**src/fetchPkg.sv**
```systemverilog
// ~~~~~~~~~~~~~~~~~~~~~~~~~~~~~~~~~~~~~~~~
// Shared definitions of the fetch stage
// Widths, word types, opcode constants,
// bubble word and register field slices
// ~~~~~~~~~~~~~~~~~~~~~~~~~~~~~~~~~~~~~~~~

package fetchPkg;

    // Instruction and PC width
    localparam int dataWidth = 16;

    typedef logic [dataWidth-1:0] instrT;
    typedef logic [2:0]           regAddrT;
    typedef logic [4:0]           opcodeT;

    // Opcode field
    localparam int opHi = 15;
    localparam int opLo = 11;

    // Source register, always at the same spot
    localparam int rsHi = 10;
    localparam int rsLo = 8;

    // Second source, also the I-type destination
    localparam int rtHi = 7;
    localparam int rtLo = 5;

    // R-type destination
    localparam int rdHi = 4;
    localparam int rdLo = 2;

    // Control transfer
    localparam opcodeT opHalt  = 5'b00000;
    localparam opcodeT opNop   = 5'b00001;
    localparam opcodeT opJ     = 5'b00100;
    localparam opcodeT opJr    = 5'b00101;  // Jump to rs
    localparam opcodeT opJal   = 5'b00110;  // Writes the link register

    // Immediate arithmetic and branches
    localparam opcodeT opAddi  = 5'b01000;
    localparam opcodeT opBeqz  = 5'b01100;

    // Memory access
    localparam opcodeT opSt    = 5'b10000;
    localparam opcodeT opLd    = 5'b10001;

    // Load byte immediate and register ALU ops
    localparam opcodeT opLbi   = 5'b11000;
    localparam opcodeT opAluR  = 5'b11011;

    // NOP word with zero register fields, issued on a stall
    localparam instrT bubbleInstr = 16'h0800;

    // JAL return address goes here
    localparam regAddrT linkReg = 3'd7;

endpackage
```
**src/ctrlBus.sv**
```systemverilog
// ~~~~~~~~~~~~~~~~~~~~~~~~~~~~~~~~~~~~~~~~
// Decoded control fields of one instruction
// ~~~~~~~~~~~~~~~~~~~~~~~~~~~~~~~~~~~~~~~~
`timescale 1ns/1ps

interface ctrlBus import fetchPkg::*; ();

    logic    valid;      // Decoder enabled
    logic    regWrite;
    regAddrT writeReg;   // Zero when no write
    logic    memEnable;
    logic    memWr;
    logic    branch;
    logic    jump;
    logic    regJmp;
    logic    halt;
    logic    ctrlErr;    // Unknown opcode
    logic    readsRs;
    logic    readsRt;
    regAddrT rsAddr;
    regAddrT rtAddr;

    modport producer (
        output valid, regWrite, writeReg, memEnable, memWr, branch, jump,
               regJmp, halt, ctrlErr, readsRs, readsRt, rsAddr, rtAddr
    );

    modport reader (
        input valid, regWrite, writeReg, memEnable, memWr, branch, jump,
              regJmp, halt, ctrlErr, readsRs, readsRt, rsAddr, rtAddr
    );

endinterface

```
**src/fetchStage.sv**
```systemverilog
// ~~~~~~~~~~~~~~~~~~~~~~~~~~~~~~~~~~~~~~~~
// Fetch stage top level
// PC, memory, two decoders, hazard unit
// and bubble insertion
// ~~~~~~~~~~~~~~~~~~~~~~~~~~~~~~~~~~~~~~~~
`timescale 1ns/1ps

module fetchStage import fetchPkg::*; #(
    parameter int romDepth = 256
) (
    input  logic                 clk,
    input  logic                 rstN,
    input  logic                 redirect,
    input  logic [dataWidth-1:0] redirectAddr,
    input  logic                 loadEn,
    input  logic [dataWidth-1:0] loadAddr,
    input  instrT                loadData,
    output logic                 issueValid,
    output logic [dataWidth-1:0] pc,
    output instrT                instr,
    output logic                 regWrite,
    output regAddrT              writeReg,
    output logic                 memEnable,
    output logic                 memWr,
    output logic                 branch,
    output logic                 jump,
    output logic                 regJmp,
    output logic                 halt,
    output logic                 ctrlErr,
    output logic                 stall
);

    instrT romWord;
    logic  hold;

    ctrlBus chkBus ();
    ctrlBus issueBus ();

    // First valid cycle follows the first edge out of reset
    always_ff @(posedge clk or negedge rstN) begin
        if (!rstN) begin
            issueValid <= 1'b0;
        end else begin
            issueValid <= 1'b1;
        end
    end

    progCounter #(.romDepth(romDepth)) pcReg (
        .clk          (clk),
        .rstN         (rstN),
        .redirect     (redirect),
        .redirectAddr (redirectAddr),
        .hold         (hold),
        .pc           (pc)
    );

    instrRom #(.romDepth(romDepth)) rom (
        .clk      (clk),
        .pc       (pc),
        .loadEn   (loadEn),
        .loadAddr (loadAddr),
        .loadData (loadData),
        .rdata    (romWord)
    );

    // Raw word, only for the hazard check
    instrDecoder chkDec (
        .instrWord (romWord),
        .enable    (issueValid),
        .ctrl      (chkBus.producer)
    );

    hazardUnit hazard (
        .clk      (clk),
        .rstN     (rstN),
        .redirect (redirect),
        .chk      (chkBus.reader),
        .issued   (issueBus.reader),
        .stall    (stall)
    );

    assign instr = stall ? bubbleInstr : romWord;  // Bubble replaces the dependent word

    instrDecoder issueDec (
        .instrWord (instr),
        .enable    (issueValid),
        .ctrl      (issueBus.producer)
    );

    assign hold = stall | issueBus.halt;

    assign regWrite  = issueBus.regWrite;
    assign writeReg  = issueBus.writeReg;
    assign memEnable = issueBus.memEnable;
    assign memWr     = issueBus.memWr;
    assign branch    = issueBus.branch;
    assign jump      = issueBus.jump;
    assign regJmp    = issueBus.regJmp;
    assign halt      = issueBus.halt;
    assign ctrlErr   = issueBus.ctrlErr;

endmodule

```
**src/hazardUnit.sv**
```systemverilog
// ~~~~~~~~~~~~~~~~~~~~~~~~~~~~~~~~~~~~~~~~
// Load-use hazard detection
// ~~~~~~~~~~~~~~~~~~~~~~~~~~~~~~~~~~~~~~~~
`timescale 1ns/1ps

module hazardUnit import fetchPkg::*; (
    input  logic   clk,
    input  logic   rstN,
    input  logic   redirect,
    ctrlBus.reader chk,
    ctrlBus.reader issued,
    output logic   stall
);

    logic    issuedLoad;
    logic    ldPending;   // Last issued instruction was LD
    regAddrT ldDest;
    logic    rsHit;
    logic    rtHit;

    // A bubble decodes as NOP, so it never counts as a load
    assign issuedLoad = issued.valid & issued.memEnable & ~issued.memWr & issued.regWrite;

    always_ff @(posedge clk or negedge rstN) begin
        if (!rstN) begin
            ldPending <= 1'b0;
        end else if (redirect) begin
            ldPending <= 1'b0;   // Squashed path
        end else begin
            ldPending <= issuedLoad;
        end
    end

    always_ff @(posedge clk) begin
        ldDest <= issued.writeReg;
    end

    assign rsHit = chk.readsRs && (chk.rsAddr == ldDest);
    assign rtHit = chk.readsRt && (chk.rtAddr == ldDest);

    assign stall = chk.valid & ldPending & (rsHit | rtHit);

endmodule

```
**src/instrDecoder.sv**
```systemverilog
// ~~~~~~~~~~~~~~~~~~~~~~~~~~~~~~~~~~~~~~~~
// Instruction decoder
// Control fields, destination and sources
// ~~~~~~~~~~~~~~~~~~~~~~~~~~~~~~~~~~~~~~~~
`timescale 1ns/1ps

module instrDecoder import fetchPkg::*; (
    input  instrT    instrWord,
    input  logic     enable,
    ctrlBus.producer ctrl
);

    // Where the destination register comes from
    typedef enum logic [1:0] {
        dstRs,
        dstRt,
        dstRd,
        dstLink
    } dstSelT;

    opcodeT  opcode;
    dstSelT  dstSel;
    regAddrT dstReg;
    logic    regWriteD;
    logic    memEnableD;
    logic    memWrD;
    logic    branchD;
    logic    jumpD;
    logic    regJmpD;
    logic    haltD;
    logic    errD;
    logic    readsRsD;
    logic    readsRtD;

    assign opcode = instrWord[opHi:opLo];

    always_comb begin
        regWriteD  = 1'b0;
        memEnableD = 1'b0;
        memWrD     = 1'b0;
        branchD    = 1'b0;
        jumpD      = 1'b0;
        regJmpD    = 1'b0;
        haltD      = 1'b0;
        errD       = 1'b0;
        readsRsD   = 1'b0;
        readsRtD   = 1'b0;
        dstSel     = dstRs;
        case (opcode)
            opAddi: begin
                regWriteD = 1'b1;
                dstSel    = dstRt;
                readsRsD  = 1'b1;
            end
            opLd: begin
                regWriteD  = 1'b1;
                dstSel     = dstRt;
                memEnableD = 1'b1;
                readsRsD   = 1'b1;
            end
            opSt: begin
                memEnableD = 1'b1;
                memWrD     = 1'b1;
                readsRsD   = 1'b1;
                readsRtD   = 1'b1;   // Store data
            end
            opAluR: begin
                regWriteD = 1'b1;
                dstSel    = dstRd;
                readsRsD  = 1'b1;
                readsRtD  = 1'b1;
            end
            opLbi: begin
                regWriteD = 1'b1;
                dstSel    = dstRs;  // Writes rs, reads nothing
            end
            opBeqz: begin
                branchD  = 1'b1;
                readsRsD = 1'b1;
            end
            opJ: jumpD = 1'b1;
            opJr: begin
                jumpD    = 1'b1;
                regJmpD  = 1'b1;
                readsRsD = 1'b1;
            end
            opJal: begin
                regWriteD = 1'b1;
                jumpD     = 1'b1;
                dstSel    = dstLink;
            end
            opHalt: haltD = 1'b1;
            opNop: ;
            default: errD = 1'b1;
        endcase
    end

    always_comb begin
        case (dstSel)
            dstRt:   dstReg = instrWord[rtHi:rtLo];
            dstRd:   dstReg = instrWord[rdHi:rdLo];
            dstLink: dstReg = linkReg;
            default: dstReg = instrWord[rsHi:rsLo];
        endcase
    end

    // Everything low while disabled
    assign ctrl.valid     = enable;
    assign ctrl.regWrite  = enable & regWriteD;
    assign ctrl.writeReg  = (enable && regWriteD) ? dstReg : '0;
    assign ctrl.memEnable = enable & memEnableD;
    assign ctrl.memWr     = enable & memWrD;
    assign ctrl.branch    = enable & branchD;
    assign ctrl.jump      = enable & jumpD;
    assign ctrl.regJmp    = enable & regJmpD;
    assign ctrl.halt      = enable & haltD;
    assign ctrl.ctrlErr   = enable & errD;
    assign ctrl.readsRs   = enable & readsRsD;
    assign ctrl.readsRt   = enable & readsRtD;
    assign ctrl.rsAddr    = enable ? instrWord[rsHi:rsLo] : '0;
    assign ctrl.rtAddr    = enable ? instrWord[rtHi:rtLo] : '0;

endmodule

```
**src/instrRom.sv**
```systemverilog
// ~~~~~~~~~~~~~~~~~~~~~~~~~~~~~~~~~~~~~~~~
// Instruction memory
// Async read, sync load port
// ~~~~~~~~~~~~~~~~~~~~~~~~~~~~~~~~~~~~~~~~
`timescale 1ns/1ps

module instrRom import fetchPkg::*; #(
    parameter int romDepth = 256
) (
    input  logic                 clk,
    input  logic [dataWidth-1:0] pc,
    input  logic                 loadEn,
    input  logic [dataWidth-1:0] loadAddr,
    input  instrT                loadData,
    output instrT                rdata
);

    localparam int idxBits = $clog2(romDepth);

    instrT mem [romDepth];

    logic [idxBits-1:0] rdIdx;
    logic [idxBits-1:0] wrIdx;

    // Byte addresses, so drop bit 0
    assign rdIdx = pc[idxBits:1];
    assign wrIdx = loadAddr[idxBits:1];

    assign rdata = mem[rdIdx];

    // Program load, only driven while the core sits in reset
    always_ff @(posedge clk) begin
        if (loadEn) begin
            mem[wrIdx] <= loadData;
        end
    end

endmodule

```
**src/progCounter.sv**
```systemverilog
// ~~~~~~~~~~~~~~~~~~~~~~~~~~~~~~~~~~~~~~~~
// Program counter register
// Redirect, hold and increment by two
// ~~~~~~~~~~~~~~~~~~~~~~~~~~~~~~~~~~~~~~~~
`timescale 1ns/1ps

module progCounter import fetchPkg::*; #(
    parameter int romDepth = 256
) (
    input  logic                 clk,
    input  logic                 rstN,
    input  logic                 redirect,
    input  logic [dataWidth-1:0] redirectAddr,
    input  logic                 hold,
    output logic [dataWidth-1:0] pc
);

    // Byte span of the memory with bit 0 cleared
    localparam logic [dataWidth-1:0] addrMask = dataWidth'((romDepth * 2 - 1) & ~1);

    logic [dataWidth-1:0] pcInc;
    logic [dataWidth-1:0] pcNext;

    assign pcInc = (pc + dataWidth'(2)) & addrMask;  // Wraps at the top of memory

    // Redirect beats stall and halt
    always_comb begin
        if (redirect) begin
            pcNext = redirectAddr & addrMask;
        end else if (hold) begin
            pcNext = pc;
        end else begin
            pcNext = pcInc;
        end
    end

    always_ff @(posedge clk or negedge rstN) begin
        if (!rstN) begin
            pc <= '0;
        end else begin
            pc <= pcNext;
        end
    end

endmodule

```
**config.mk**
```make
export PLATFORM = sky130hd
export DESIGN_NAME = fetchStage
export DESIGN_NICKNAME = d
export VERILOG_FILES = /design/src/fetchPkg.sv /design/src/ctrlBus.sv /design/src/fetchStage.sv /design/src/hazardUnit.sv /design/src/instrDecoder.sv /design/src/instrRom.sv /design/src/progCounter.sv
export SDC_FILE = /design/constraint.sdc
export NUM_CORES = 2
export LEC_CHECK = 0
export BUFFER_PORTS_ARGS = -buffer_cell sky130_fd_sc_hd__clkbuf_2
export CAP_MARGIN = 20
export CORE_UTILIZATION = 57
export CTS_CLUSTER_DIAMETER = 30
export CTS_CLUSTER_SIZE = 40
export DETAILED_ROUTE_END_ITERATION = 10
export PLACE_DENSITY = 0.76
export SETUP_SLACK_MARGIN = 0.4
export SYNTH_ARGS = -nofsm -noshare
export SYNTH_HDL_FRONTEND = slang
export SYNTH_HIERARCHICAL = 1
export SYNTH_SLANG_ARGS = --single-unit
```
**constraint.sdc**
```tcl
create_clock -name clk -period 5.55 [get_ports clk]
set_input_delay 0.2775 -clock clk [delete_from_list [all_inputs] [get_ports clk]]
set_output_delay 0.2775 -clock clk [all_outputs]
set_load 0.01 [all_outputs]
```
==> results <==
- Global routing finished with a remaining overflow of 0.
- The largest single stage delay on the critical path is 530 ps.
- The number of levels the H-tree was split into is 6.
- The placeable core area is 279000 um^2.
- The later pin in the worst-skew pair is clocked with a latency of 1070 ps.
- Together, buffers and inverters on the worst path number 10.
- No sink is reached through more buffers than the 4 on the longest clock path.
- The largest individual stage delay along the critical path comes from the cell sky130_fd_sc_hd__dfrtp_4.
- In this run the remaining antenna-violating nets after routing total 0.
- In this run, flip-flops and latches consume 40.3% of the power.
- The share of post-route cells with drive strength above 1 is 34.1%.
- Routability-driven placement finished with a final weighted congestion of 0.974.
- The worst hold path begins at loadAddr[1].
- The count of standard-cell rows is 194.
- STA classifies the critical path startpoint as a register.
- The power per standard cell area is 436 nW/um^2.
- The via count of the first global-routing pass is 89300.
- The final-report hold violation count is 0.
- The HPWL after detailed placement is 253 mm.
- The average wire length per cell after detail routing is 36.9 um.
- Once layout is complete, the cells apart from fillers number 13000.
- The multi-input gate area in the final layout is 34800 um^2.
- The checks that failed: DRC, setup timing.
- After detailed routing, the number of vias per cell comes to 6.95.
- At the pin with the least slew margin, the transition time is 1340 ps.
- For this run, the top clock speed supported by timing is 148 MHz.
- IR analysis of the VDD net gives a maximum drop of 0.393 mV.
- The run finished, with violations left.
- The clock-pin slew reported for the worst setup and hold paths after clock tree synthesis is 60 ps.
- The largest net degree at the start of global routing is 189.
- The die covers 282000 um^2.
- The clock period minus worst slack is 6770 ps.
- For the final database, setup skew stands at 50.7 ps.
- The max capacitance violation total is 0.
- The relative area change from synthesis to final layout is 22.1%.
- The worst hold-check path type is primary input to register.
- Summing all flip-flop and latch instances after layout gives 123000 um^2.
- The kind of cell adding the most delay to the critical path is simple AND/OR/NAND/NOR gates.
- Setup repair after global routing could not meet its margin everywhere.
- Global routing used 50.5% of the available met2 tracks.
- After technology mapping, the gate count stands at 7515.
- The total setup violations reported at the end of the flow is 38.
- The leakage dissipation is 0.0644 uW.
- The count of synthesis-stage warnings from yosys is 6.
- Of the total power, combinational logic draws 12.0%.
- After synthesis, the mean cell area works out to 21.3 um^2.
- After layout, the worst path uses 122% of the clock period.
- In this run the tool buffered the top-level ports with 72 buffer cells.
- Along the worst hold path, the cell count comes to 4.
- The cell area after synthesis is 160000 um^2.
- The internal portion of the total power is 63600 uW.
- The starting density of the core is 57.2%.
- In the post-route analysis, the smallest setup slack over all paths is -1220 ps.
- The first global-routing pass estimated 651 mm of wire.
- The maximum fanout along the worst path is 12.
- Global routing used 32.3% of the available tracks.
- The post-layout net count is 8791.
- Wires add up to 480 mm.
- The kind of critical path is register to output pin.
- The setup check on the worst reg-to-reg path leaves a slack of -450 ps.
- The part of the total power dissipated in the clock network is 47.6%.
- The global-route met1 utilization is 41.6%.
- Measured against its own limit, the worst slew margin works out to 9.66%.
- The I/O pin total is 97.
- The startpoint identified for the worst register-to-register timing path is pcReg/pc[1].
- The sum of negative setup slack is -24410 ps.
- The initial antenna violation count is 21.
- The utilization after layout is 69.9%.
- The number of slew-limit violations in the final report is 0.
- For this run, global-route usage on met3 was measured as 7.76%.
- The die span in x is 531 um.
- The clock net in this run drives a total of 4109 sinks.
- The critical register-to-register path endpoint is pcReg/pc[5].
- The switching power as a share of total power is 25.3%.
- Before antenna repair, the detailed router went through 11 iterations.
- In this run the power spent charging and discharging nets is 21500 uW.
- The number of filler cells placed in the layout is 15400.
- The height of the die is 531 um.
- The kind of end point of the critical path is an output pin.
- At the worst endpoint, the arrival time is 6490 ps.
- The starting DRC count in detailed routing is 14600.
- The number of buffers created by CTS is 625.
- The length in cells of the worst reg-to-reg path is 27.
- Hold is met by 94.8 ps.
- For the worst setup path, the data required time is 5270 ps.
- met2 is the most crowded layer.
- The worst-case hold path end point is rom/mem[175][9].
- The clock tree from TritonCTS is built.
- The via total after detailed routing is 90300.
- The final routed DRC violation total is 3.
- The clock root buffer is sky130_fd_sc_hd__clkbuf_16.
- The cell total after placement is 11600.
==> sequential cells by signal (all words and copies together), names as in the netlist <==
signal	count
rom/mem	4096
hazard/ldDest	3
pcReg/pc	8
hazard/ldPending	1
issueValid	1
==> layout by cell type, fill, tap and decap left out, types with 83 or more instances in the layout <==
master                         n
sky130_fd_sc_hd__nor3_1       83
sky130_fd_sc_hd__o221ai_1    227
sky130_fd_sc_hd__mux2i_1     563
sky130_fd_sc_hd__edfxtp_1   4096
sky130_fd_sc_hd__buf_12       85
sky130_fd_sc_hd__a21oi_1     168
sky130_fd_sc_hd__buf_4       766
sky130_fd_sc_hd__mux4_2      797
sky130_fd_sc_hd__nor2_1      282
sky130_fd_sc_hd__mux2_2       88
sky130_fd_sc_hd__o22ai_1     144
sky130_fd_sc_hd__clkbuf_16   648
==> worst register-to-register path, stage by stage (launching register included) <==
cell                       delay (ps)
sky130_fd_sc_hd__dfrtp_4          530
sky130_fd_sc_hd__buf_12           160
sky130_fd_sc_hd__buf_16           140
sky130_fd_sc_hd__buf_12           150
sky130_fd_sc_hd__buf_16           160
sky130_fd_sc_hd__buf_16           170
sky130_fd_sc_hd__buf_4            150
sky130_fd_sc_hd__mux2i_1          150
sky130_fd_sc_hd__o221ai_1         320
sky130_fd_sc_hd__o22ai_1          190
sky130_fd_sc_hd__nor3_1           440
sky130_fd_sc_hd__nor3_1           110
sky130_fd_sc_hd__buf_4            200
sky130_fd_sc_hd__nor4_2           210
sky130_fd_sc_hd__buf_4            200
sky130_fd_sc_hd__nand2_1           60
sky130_fd_sc_hd__mux2i_2          170
sky130_fd_sc_hd__a21oi_2           80
sky130_fd_sc_hd__nor2b_1          160
sky130_fd_sc_hd__nand4_1          180
sky130_fd_sc_hd__a21oi_4          270
sky130_fd_sc_hd__and2b_2          280
sky130_fd_sc_hd__or3_4            340
sky130_fd_sc_hd__nor3_4           160
sky130_fd_sc_hd__or2_4            340
sky130_fd_sc_hd__nand4b_1         220
sky130_fd_sc_hd__xor2_1           220
sky130_fd_sc_hd__o21ai_1           90
==> cell type report <==
| class | count | share of cell area (%) |
|---|---|---|
| sequential | 4109 | 63.2 |
| timing repair buffer | 1065 | 5.34 |
| multi-input combinational | 2933 | 17.8 |
| clock buffer | 681 | 8.19 |
| tap | 3724 | 2.39 |
| clock inverter | 472 | 2.98 |
| inverter | 4 | 0.0141 |
| antenna | 15 | 0.0192 |
==> through the flow <==
| step | worst slack, ps | power (uW) | cell area [um^2] |
|---|---|---|---|
| after floorplan | 416 | 39900 | 160000 |
| after global placement | -815 | 43600 | 169000 |
| after detailed placement | -761 | 43700 | 170000 |
| after CTS | -1110 | 84100 | 193000 |
| after global routing | -1390 | 86600 | 195000 |
| final | -1220 | 85000 | 195000 |
==> worst max-delay path by stage <==
stage                           start           to  slack (ps)  cells past startpoint
after floorplan           pcReg/pc[1]  pcReg/pc[6]         420                     24
after global placement    pcReg/pc[2]  pcReg/pc[4]        -820                     21
after detailed placement  pcReg/pc[1]  writeReg[1]        -760                     22
after CTS                 pcReg/pc[1]  writeReg[1]       -1110                     22
after global routing      pcReg/pc[1]  writeReg[1]       -1390                     26
final                     pcReg/pc[1]  writeReg[1]       -1220                     27
==> routing by layer <==
layer	part of all wire, %	routed length (um)
met2	48	229000
met4	6.9	33300
met1	33	157000
met3	13	61000
met5	0.051	244
==> power by group through the flow <==
| stage | Sequential (uW) | Clock (uW) | Combinational, uW |
|---|---|---|---|
| detailed placement | 34900 | 0 | 8780 |
| floorplan | 34900 | 0 | 5020 |
| finish | 34300 | 40500 | 10200 |
| global route | 34300 | 41900 | 10400 |
| global placement | 34900 | 0 | 8650 |
| CTS | 34300 | 40400 | 9340 |
==> what timing repair did <==
action / CTS / global route
pin swaps: 32 / 64
hold buffers: 40 / 0
gates resized for setup: 141 / 167
gates cloned: 8 / 18
endpoints found under the setup margin: 40 / 40
buffers inserted: 23 / 102
hold endpoints to repair: 1552 / 0
(Power assumes the default switching activity.)
